$ cat config.mk
export PLATFORM = sky130hd
export DESIGN_NAME = fetch_npc
export DESIGN_NICKNAME = d
export VERILOG_FILES = /design/src/verilog/fetch_pkg.sv /design/src/verilog/fetch_npc.sv
export SDC_FILE = /design/constraint.sdc
export NUM_CORES = 1
export LEC_CHECK = 0
export BUFFER_PORTS_ARGS = -buffer_cell sky130_fd_sc_hd__buf_4
export CORE_MARGIN = 4
export CORE_UTILIZATION = 48
export DETAILED_ROUTE_END_ITERATION = 8
export GPL_ROUTABILITY_DRIVEN = 0
export PLACE_DENSITY = 0.85
export SLEW_MARGIN = 20
export SYNTH_ARGS = -nofsm -noshare
export SYNTH_HDL_FRONTEND = slang
export SYNTH_SLANG_ARGS = --single-unit
export TNS_END_PERCENT = 30
$ cat constraint.sdc
create_clock -name vclk -period 2.1
set_input_delay 0 -clock vclk [all_inputs]
set_output_delay 0 -clock vclk [all_outputs]
set_load 0.01 [all_outputs]
$ cat src/verilog/fetch_pkg.sv
// Shared types, memory map and state encodings for the instruction fetch subsystem
package fetch_pkg;

  // ------------------------------------------------------------
  // Basic widths
  // ------------------------------------------------------------
  typedef logic [31:0] addr_t;  // Byte address
  typedef logic [31:0] word_t;  // Instruction or data word
  typedef logic [1:0]  resp_t;  // Read response code

  localparam resp_t RESP_OKAY   = 2'd0;
  localparam resp_t RESP_SLVERR = 2'd2;

  // ------------------------------------------------------------
  // Instruction SRAM geometry and memory map
  // ------------------------------------------------------------
  localparam int ISRAM_WORDS = 1024;
  localparam int ISRAM_AW    = 10;  // Word index width

  typedef logic [ISRAM_AW-1:0] isram_idx_t;

  localparam addr_t RESET_PC    = 32'h8000_0000;
  localparam addr_t ISRAM_BYTES = addr_t'(ISRAM_WORDS * 4);  // Size of mapped window

  localparam logic [6:0] OPC_JAL = 7'b110_1111;

  // SRAM read channel sequencing
  typedef enum logic [2:0] {
    IDLE         = 3'd0,
    WAIT_ARVALID = 3'd1,
    SHAKED_AR    = 3'd2,
    WAIT_RREADY  = 3'd3,
    SHAKED_R     = 3'd4
  } isram_state_e;

  // Fetch unit sequencing
  typedef enum logic [1:0] {
    RESET_WAIT = 2'd0,  // Idle after reset, or halted after a fetch error
    ISSUE      = 2'd1,  // arvalid up, waiting for arready
    WAIT_RESP  = 2'd2,  // Address taken, waiting for read data
    HOLD       = 2'd3   // Response captured, moves to output next edge
  } ifu_state_e;

endpackage

$ cat src/verilog/fetch_npc.sv
// Static next-PC logic for fetch, follows JAL targets and otherwise steps to the next word
module fetch_npc
  import fetch_pkg::*;
(
  input  addr_t pc,    // Address of the returned word
  input  word_t inst,  // Returned instruction word
  output addr_t npc    // Address of the following fetch
);

  logic [6:0] opcode;
  logic       is_jal;
  addr_t      j_imm;
  addr_t      jal_target;
  addr_t      seq_pc;

  assign opcode = inst[6:0];
  assign is_jal = opcode == OPC_JAL;

  // ------------------------------------------------------------
  // J-type immediate, imm[20|10:1|11|19:12] in inst[31:12]
  // ------------------------------------------------------------
  always_comb begin
    j_imm = {
      {11{inst[31]}},  // Sign extension
      inst[31],        // imm[20]
      inst[19:12],     // imm[19:12]
      inst[20],        // imm[11]
      inst[30:21],     // imm[10:1]
      1'b0             // Always halfword aligned
    };
  end

  assign jal_target = pc + j_imm;
  assign seq_pc     = pc + 32'd4;

  // Only unconditional jumps are followed here
  always_comb begin
    if (is_jal) begin
      npc = jal_target;
    end else begin
      npc = seq_pc;
    end
  end

endmodule

==> impl_results.md <==
- DRC: 0
- Die span in x: 80.46 µm
- CP Capture Type: output pin
- Seq pwr share: 0%
- Post-synthesis cell type count: 54
- Most frequent cells in the layout: buf_4, nand2_1, xnor2_1, o21ai_0, ha_1
- CLK BUF: 0
- Met1 global-route usage: 37.04%
- Critical path type: primary input to output pin
- Fraction of layout cells with a size suffix above 1: 41.42%
- Critical path fanouts, max: 2
- Initial antenna violation count: 0
- Via count of the first global-routing pass: 3749
- Worst-margin pin slew: 0.5114 ns
- Min Tclk post-route: 2.330 ns
- Internal Pwr Total: 0.0005391 W
- Post-route cell area: 0.004154 mm²
- I/O pin total: 96
- Antenna fix cells: 0
- Commonest non-fill, non-tap cell in the layout: buf_4
- Worst path top cell family by delay: compound AO/OA/AOI/OAI gates
- PD cells: 257.7 mW/mm²
- Unrepaired setup endpoints after global routing: yes
- Routed WL: 10.73 mm
- Final period utilization: 111.0%
- Met3 Usage GRT: 3.700%
- Post-DP Area: 0.003732 mm²
- Layout Cells excl Fill: 606
- Fin worst setup slack: -0.2301 ns
- Max-slew violation count: 0
- Via-per-instance ratio: 6.295
- Crit path buffers/inverters: 4
- Core footprint: 0.005107 mm²
- Final setup vio count: 13
- GRT Residual Overflow: 0
- CP cell instances: buf_8 > ha_4 > inv_2 > fa_2 > nor2b_4 > o2111ai_2 > a21oi_2 > buf_4 > o211ai_1 > a21oi_2 > o311ai_2 > mux2_4 > o22ai_2 > buf_4
- Layer with the highest usage: met2
- Placed Cells: 590
- Syn Area/Cell: 6.684 µm²
- DRT antenna net count: 0
- Post-Syn Area: 0.002520 mm²
- Worst stage delay on the critical path: 0.34 ns
- Site Rows: 26
- Synth warn: 0
- Register area: 0 µm²
- M2 GR Usage: 56.37%
- Hold path cells: 0
- Crit start category: primary input
- Peak Freq: 429.2 MHz
- Fill cells: 316
- Fin util: 81.33%
- Combinational share of power: 100.0%
- Port Buffers: 89
- Initial Util: 49.34%
- Max_cap viols: 0
- Largest net degree at the start of global routing: 27
- Worst path required time: 2.10 ns
- P&R area growth vs syn: 64.85%
- Cells after Synth: 377
- Detailed placement HPWL: 7.220 mm
- Violated checks: setup timing
- Sw power: 0.0005314 W
- Sequential area share after synthesis: 0%
- Crit-path slowest cell: mux2_4
- Max-slew headroom: 65.90%
- Crit path DAT: 2.33 ns
- Initial DRT Pass Iterations: 7
- Peak supply drop: 0.1745 mV
- Crit. path cell count: 14
- Switching Share: 49.64%
- Die H: 80.46 µm
- Die area: 0.006473 mm²
- Post-Syn Nets: 473
- Outcome: finished, violations left
- Hold-fix buffers, CTS: 0
- Routed via count: 3815
- Starting DRT DRC Count: 343
- Sequential cell count: 0
- Clk pwr share: 0%
- Worst Hold Class: primary input to output pin
- P_leak: 1.989 nW
- Final net count: 634
- GRT Resource Usage Total: 31.20%
- WL per Instance: 17.71 µm
- Final Hold Fails: 0
- First-pass GRT wire length: 16.92 mm
==> final cells by class <==
| type | instances | area (µm²) | share of cell area (%) |
|---|---|---|---|
| inverters | 9 | 33.78 | 0.8133 |
| repair buffers | 172 | 1321 | 31.81 |
| well taps | 70 | 87.58 | 2.108 |
| multi-input cells | 355 | 2711 | 65.27 |
==> timing repair <==
action	in CTS	in global routing
endpoints found under the setup margin	13	20
endpoints found under the hold margin	0	0
pin swaps	26	15
buffers inserted	14	2
gates resized for setup	29	32
gates cloned	0	0
==> metrics by stage <==
step                      setup slack [ns]  total power, W  setup TNS [ns]  hold WS [ns]
after floorplan                   -0.02475       0.0004923        -0.02475       0.08878
after global placement             -0.3412       0.0008726          -1.948     0.0001289
after detailed placement           -0.4168       0.0009009          -2.616     0.0001289
after CTS                          -0.1855       0.0009680         -0.9550     0.0001289
after global routing               -0.3323        0.001146          -2.361    0.00002826
final                              -0.2301        0.001070          -1.476    0.00007549
==> kinds of logic (layout without fill, tap and decap cells) <==
logic type / Yosys count / in the layout / synth area share [%]
adders and majority gates: 32 / 32 / 16.19
and+or+nand+nor: 156 / 156 / 31.03
xor gates and xnor gates: 45 / 45 / 15.64
muxes: 4 / 4 / 1.688
buffers and inverters: 22 / 181 / 3.426
AOI/OAI and AO/OA: 118 / 118 / 32.03
==> layer usage <==
metal / up-vias / routed length [µm]
li1: 1726 / -
met1: 1747 / 4052
met2: 276 / 5270
met3: 66 / 913
met4: 0 / 498
met5: - / 0
==> path summary, 6_finish.rpt <==
kind	from	to	slack, ns
worst max-delay path	pc[1]	npc[29]	-0.23
worst min-delay path	pc[0]	npc[0]	0.00008
==> Yosys cell counts (2+ instances only) <==
| cell type | instances | share of area, % |
|---|---|---|
| nand3_1 | 16 | 3.2 |
| a21oi_1 | 26 | 5.2 |
| ha_1 | 31 | 15 |
| a211oi_1 | 8 | 2.4 |
| a21o_1 | 16 | 4.8 |
| nand4b_1 | 2 | 0.70 |
| and3_1 | 9 | 2.2 |
| nor4_1 | 4 | 0.99 |
| mux2i_1 | 2 | 0.79 |
| o211a_1 | 3 | 1.2 |
| o21ai_1 | 3 | 0.60 |
| and4_1 | 4 | 1.4 |
| o31a_1 | 3 | 1.0 |
| inv_1 | 9 | 1.3 |
| o21bai_1 | 5 | 1.5 |
| o31ai_1 | 2 | 0.60 |
| and2_1 | 6 | 1.5 |
| nand2b_1 | 5 | 1.2 |
| nand4_1 | 12 | 3.0 |
| o21ai_0 | 29 | 5.8 |
| o2111ai_1 | 2 | 0.70 |
| o21a_1 | 5 | 1.5 |
| xor2_1 | 14 | 4.9 |
| or3_1 | 5 | 1.2 |
| clkbuf_1 | 11 | 1.6 |
| mux2_1 | 2 | 0.89 |
| nand2_1 | 52 | 7.7 |
| nor3_1 | 9 | 1.8 |
| a31o_1 | 2 | 0.70 |
| nor2b_1 | 5 | 1.2 |
| xnor2_1 | 31 | 11 |
| nor2_1 | 22 | 3.3 |
==> power by group through the flow <==
stage               clock network, W  registers [W]  logic [W]
finish                             0              0    0.00107
global route                       0              0    0.00115
CTS                                0              0   0.000968
detailed placement                 0              0   0.000901
global placement                   0              0   0.000873
floorplan                          0              0   0.000492
No activity file was read; power rests on OpenSTA's default activity.
