[config.mk]
export PLATFORM = sky130hd
export DESIGN_NAME = ifu
export DESIGN_NICKNAME = d
export VERILOG_FILES = /design/src/verilog/fetch_pkg.sv /design/src/verilog/ifu.sv
export SDC_FILE = /design/constraint.sdc
export NUM_CORES = 1
export LEC_CHECK = 0
export BUFFER_PORTS_ARGS = -buffer_cell sky130_fd_sc_hd__buf_2
export CAP_MARGIN = 10
export CORE_MARGIN = 5
export CORE_UTILIZATION = 48
export CTS_CLUSTER_DIAMETER = 50
export DETAILED_ROUTE_END_ITERATION = 12
export GPL_TIMING_DRIVEN = 0
export PLACE_DENSITY = 0.79
export SETUP_SLACK_MARGIN = 0.3
export SLEW_MARGIN = 20
export SYNTH_ARGS = -nofsm -noshare
export SYNTH_HDL_FRONTEND = slang
export SYNTH_SLANG_ARGS = --single-unit
[constraint.sdc]
create_clock -name clk -period 5.8 [get_ports clk]
set_clock_uncertainty 0.2 [all_clocks]
set_input_delay 0.58 -clock clk [delete_from_list [all_inputs] [get_ports clk]]
set_output_delay 0.58 -clock clk [all_outputs]
set_load 0.05 [all_outputs]
[src/verilog/fetch_pkg.sv]
// Shared types, memory map and state encodings for the instruction fetch subsystem
package fetch_pkg;

  // ------------------------------------------------------------
  // Basic widths
  // ------------------------------------------------------------
  typedef logic [31:0] addr_t;  // Byte address
  typedef logic [31:0] word_t;  // Instruction or data word
  typedef logic [1:0]  resp_t;  // Read response code

  localparam resp_t RESP_OKAY   = 2'd0;
  localparam resp_t RESP_SLVERR = 2'd2;

  // ------------------------------------------------------------
  // Instruction SRAM geometry and memory map
  // ------------------------------------------------------------
  localparam int ISRAM_WORDS = 1024;
  localparam int ISRAM_AW    = 10;  // Word index width

  typedef logic [ISRAM_AW-1:0] isram_idx_t;

  localparam addr_t RESET_PC    = 32'h8000_0000;
  localparam addr_t ISRAM_BYTES = addr_t'(ISRAM_WORDS * 4);  // Size of mapped window

  localparam logic [6:0] OPC_JAL = 7'b110_1111;

  // SRAM read channel sequencing
  typedef enum logic [2:0] {
    IDLE         = 3'd0,
    WAIT_ARVALID = 3'd1,
    SHAKED_AR    = 3'd2,
    WAIT_RREADY  = 3'd3,
    SHAKED_R     = 3'd4
  } isram_state_e;

  // Fetch unit sequencing
  typedef enum logic [1:0] {
    RESET_WAIT = 2'd0,  // Idle after reset, or halted after a fetch error
    ISSUE      = 2'd1,  // arvalid up, waiting for arready
    WAIT_RESP  = 2'd2,  // Address taken, waiting for read data
    HOLD       = 2'd3   // Response captured, moves to output next edge
  } ifu_state_e;

endpackage

[src/verilog/ifu.sv]
// Fetch unit, walks the PC, issues one SRAM read at a time and buffers one instruction for decode
module ifu
  import fetch_pkg::*;
(
  input  logic  clk,
  input  logic  rst,
  // SRAM read address channel
  output addr_t isram_araddr,
  output logic  isram_arvalid,
  input  logic  isram_arready,
  // SRAM read data channel
  input  resp_t isram_rresp,
  input  logic  isram_rvalid,
  input  word_t isram_rdata,
  output logic  isram_rready,
  // Next-PC block
  output addr_t npc_pc,
  output word_t npc_inst,
  input  addr_t npc,
  // Downstream stage
  input  logic  id_allowin,
  input  logic  redirect_valid,
  input  addr_t redirect_pc,
  output logic  inst_valid,
  output word_t inst,
  output addr_t inst_pc,
  output logic  inst_err
);

  ifu_state_e state;
  addr_t      fetch_pc;    // Address of the read being issued or in flight
  addr_t      redir_pc_q;  // Target saved while a stale read drains
  logic       stale;
  logic       halted;
  word_t      hold_data;
  logic       hold_err;
  logic       ar_hs;
  logic       r_hs;
  logic       buf_free;
  logic       drop;
  logic       hold_load;

  // ------------------------------------------------------------
  // Handshakes
  // ------------------------------------------------------------
  assign ar_hs     = isram_arvalid && isram_arready;
  assign r_hs      = isram_rvalid && isram_rready;
  assign buf_free  = !inst_valid || id_allowin;  // Empty, or drained this edge
  assign drop      = stale || redirect_valid;    // Response belongs to the old path
  assign hold_load = (state == HOLD) && !redirect_valid;

  assign isram_araddr  = fetch_pc;
  assign isram_arvalid = state == ISSUE;
  assign isram_rready  = buf_free || drop;  // Stale data is always taken

  assign npc_pc   = fetch_pc;
  assign npc_inst = hold_data;

  // ------------------------------------------------------------
  // Control FSM
  // ------------------------------------------------------------
  always_ff @(posedge clk) begin
    if (rst) begin
      state      <= RESET_WAIT;
      fetch_pc   <= RESET_PC;
      stale      <= 1'b0;
      halted     <= 1'b0;
      inst_valid <= 1'b0;
    end else begin
      if (redirect_valid || (inst_valid && id_allowin)) inst_valid <= 1'b0;
      if (hold_load) inst_valid <= 1'b1;  // Buffer is known empty in HOLD

      case (state)
        RESET_WAIT: begin
          if (redirect_valid) begin
            fetch_pc <= redirect_pc;
            halted   <= 1'b0;
            state    <= ISSUE;
          end else if (!halted) begin
            state <= ISSUE;
          end
        end
        ISSUE: begin
          // araddr must hold until accepted, so the new target waits in redir_pc_q
          if (redirect_valid) stale <= 1'b1;
          if (ar_hs) state <= WAIT_RESP;
        end
        WAIT_RESP: begin
          if (r_hs) begin
            if (drop) begin
              stale    <= 1'b0;
              fetch_pc <= redirect_valid ? redirect_pc : redir_pc_q;
              state    <= ISSUE;
            end else begin
              state <= HOLD;
            end
          end else if (redirect_valid) begin
            stale <= 1'b1;
          end
        end
        HOLD: begin
          if (redirect_valid) begin
            fetch_pc <= redirect_pc;  // Captured word is discarded
            state    <= ISSUE;
          end else if (hold_err) begin
            halted <= 1'b1;  // Wait here for a redirect
            state  <= RESET_WAIT;
          end else begin
            fetch_pc <= npc;
            state    <= ISSUE;
          end
        end
        default: state <= RESET_WAIT;
      endcase
    end
  end

  // ------------------------------------------------------------
  // Response capture and output buffer
  // ------------------------------------------------------------
  always_ff @(posedge clk) begin
    if (redirect_valid) redir_pc_q <= redirect_pc;
    if (r_hs) begin
      hold_data <= isram_rdata;
      hold_err  <= isram_rresp != RESP_OKAY;
    end
    if (hold_load) begin
      inst     <= hold_data;
      inst_pc  <= fetch_pc;
      inst_err <= hold_err;
    end
  end

endmodule

==> metrics.yaml <==
rsz0062_at_grt: "false"
rows: 43
synth.cell_area_mm2: 0.006696
grt_usage_pct: 22.44
yosys_register_bits: 167
max_clock_freq_mhz: 383.7
place_area_mm2: 0.008308
synthToLayoutAreaGrowth_pct: 33.59
n_antenna_cell: 0
netlist_instances: 460
cp_max_fo: 10
yosys_warnings: 0
pre_cts_slack_ns: 3.118
period_share_pct: 44.93
tightest_slew_ns: 0.7893
ys_seq_area_share_pct: 64.57
max_slew_margin_pct: 47.38
irDropWorstVdd_mv: 0.1693
leakage_nw: 3.716
crit_type: "reg -> out"
finalHoldViolations: 0
die_w_um: 128.1
arrival_ns: 1.83
ys_top_cells_by_area: "edfxtp_1, dfxtp_1, o2111ai_2"
worst_slack_ns: 3.194
drive_gt1_share_pct: 58.16
boundaryPins: 268
dieHeight_um: 128.1
grt_max_degree: 34
setup_viol: 0
holdWs_ns: 0.1311
cts_htree_levels: 4
drt-wirelength-per-cell_um: 19.56
ant_nets: 0
cts-root-buf: "clkbuf_16"
place.gp.congestion: 0.8213
port_buffers: 266
dr.pass1.iters: 4
drv_cap: 0
cp-end-kind: "output pin"
clock_path_buffers: 2
drt_wl_total_mm: 18.39
status: "completed"
total_power_mw: 3.078
grt_pass1_vias: 4993
syn_area_per_cell_um2: 14.56
fp.coreArea_mm2: 0.01377
power_density_mw_per_mm2: 344.0
mappedNetlistNets: 564
start_util_pct: 48.62
fill_cells: 1078
synth_edf_count: 98
yosysMostFrequentCell: "edfxtp_1"
clk_pin_slew_ns: 0.07
synth_top_flop_cell: "edfxtp_1"
drc: 0
overflow: 0
cts_inserted_buffers: 17
yosysTopAreaCellShare_pct: 43.95
final-max-slew-violation-count: 0
cts-resized-gates: 0
antenna_found_initial: 1
hold_buffers: 0
cts_setup_buffers: 0
synth_cell_types: 32
startpoint_type: "register"
crit_required_ns: 5.02
final_area_mm2: 0.008946
finalSetupTns_ns: 0
hold_class: "in -> reg"
min_period_ns: 2.606
yosys-top-cells-count: "edfxtp_1, dfxtp_1, nand2_1"
dieArea_mm2: 0.01641
drt_iter0_drc: 329
yosysTopAreaCell: "edfxtp_1"
cts.sinks: 167
synthArstFlopShare_pct: 0
final_nets: 851
grt_pass1_wl_mm: 28.06
multi_input_comb_area_mm2: 0.001941
detail_route.vias_per_cell: 5.168
vias: 4858
dp_hpwl_mm: 13.80
clkLatencyLatePin_ns: 0.42
cts_tree: "yes"
ff_latch_area_mm2: 0.004324
logic make-up (layout without fill, tap and decap cells):
logic type	Yosys count	count (layout)	share of synthesized area [%]
simple gates	53	53	3.662
compound gates	106	106	14.70
buf+inv	69	369	6.558
flops	167	167	64.57
mux	65	65	10.50
cell usage in the layout (no fill, tap or decap), drive strengths merged, types with 4 or more instances in the layout:
master and count:
a21oi 33, buf 318, bufinv 4, clkbuf 34
dfxtp 69, edfxtp 98, inv 11, mux2 32
mux2i 32, nand2 37, nor2b 5, o2111ai 32
o21ai 36
where the power goes:
group	total, mW	switching [mW]	internal, mW
clock	1.22	0.484	0.735
sequential	1.36	0.0397	1.32
combinational	0.498	0.338	0.160
total	3.08	0.862	2.22
sequential cells by signal, summed over array words and instances (netlist names):
| name | cells |
|---|---|
| hold_err | 1 |
| inst_err | 1 |
| stale | 1 |
| isram_araddr | 32 |
| halted | 1 |
| npc_inst | 32 |
| inst | 32 |
| state | 2 |
| redir_pc_q | 32 |
| inst_valid | 1 |
| inst_pc | 32 |
through the flow:
stage / std cells / util (%)
floorplan: 460 / -
detailed placement: 908 / 60.32
CTS: 940 / 64.95
finish: 940 / 64.95
global placement: 906 / 59.92
global route: 940 / 64.95
routing by layer:
layer / vias up / GRT usage, % / wire length (µm)
li1: 2271 / - / -
met1: 2363 / 26.27 / 7038
met2: 201 / 39.16 / 9510
met3: 21 / 6.583 / 1530
met4: 2 / 8.052 / 302
met5: - / 0 / 7
worst max-delay path, cell delays in order, from the launching register on:
cell and delay, ns:
dfxtp_1 0.30, buf_2 0.20, clkbuf_1 0.40, nor2b_1 0.22
buf_2 0.29
final timing paths:
path,depth (start not counted),slack (ns),endpoint,start
worst max register to register,5,3.41,inst[12]$_DFFE_PP_,state[0]$_SDFFE_PP0P_
worst min register to register,0,0.24,inst[10]$_DFFE_PP_,npc_inst[10]$_DFFE_PP_
worst max-delay path,4,3.19,isram_arvalid,state[0]$_SDFFE_PP0P_
worst min-delay path,1,0.13,npc_inst[6]$_DFFE_PP_,isram_rdata[6]
final cells by class:
| type | instances | area share, % |
|---|---|---|
| Sequential cell | 167 | 48.34 |
| Timing Repair Buffer | 268 | 15.41 |
| Multi-Input combinational cell | 224 | 21.69 |
| Tap cell | 180 | 2.517 |
| Clock inverter | 14 | 2.336 |
| Clock buffer | 18 | 4.797 |
| Buffer | 66 | 4.783 |
| Inverter | 3 | 0.1259 |
Power figures use the tool's default switching activity.
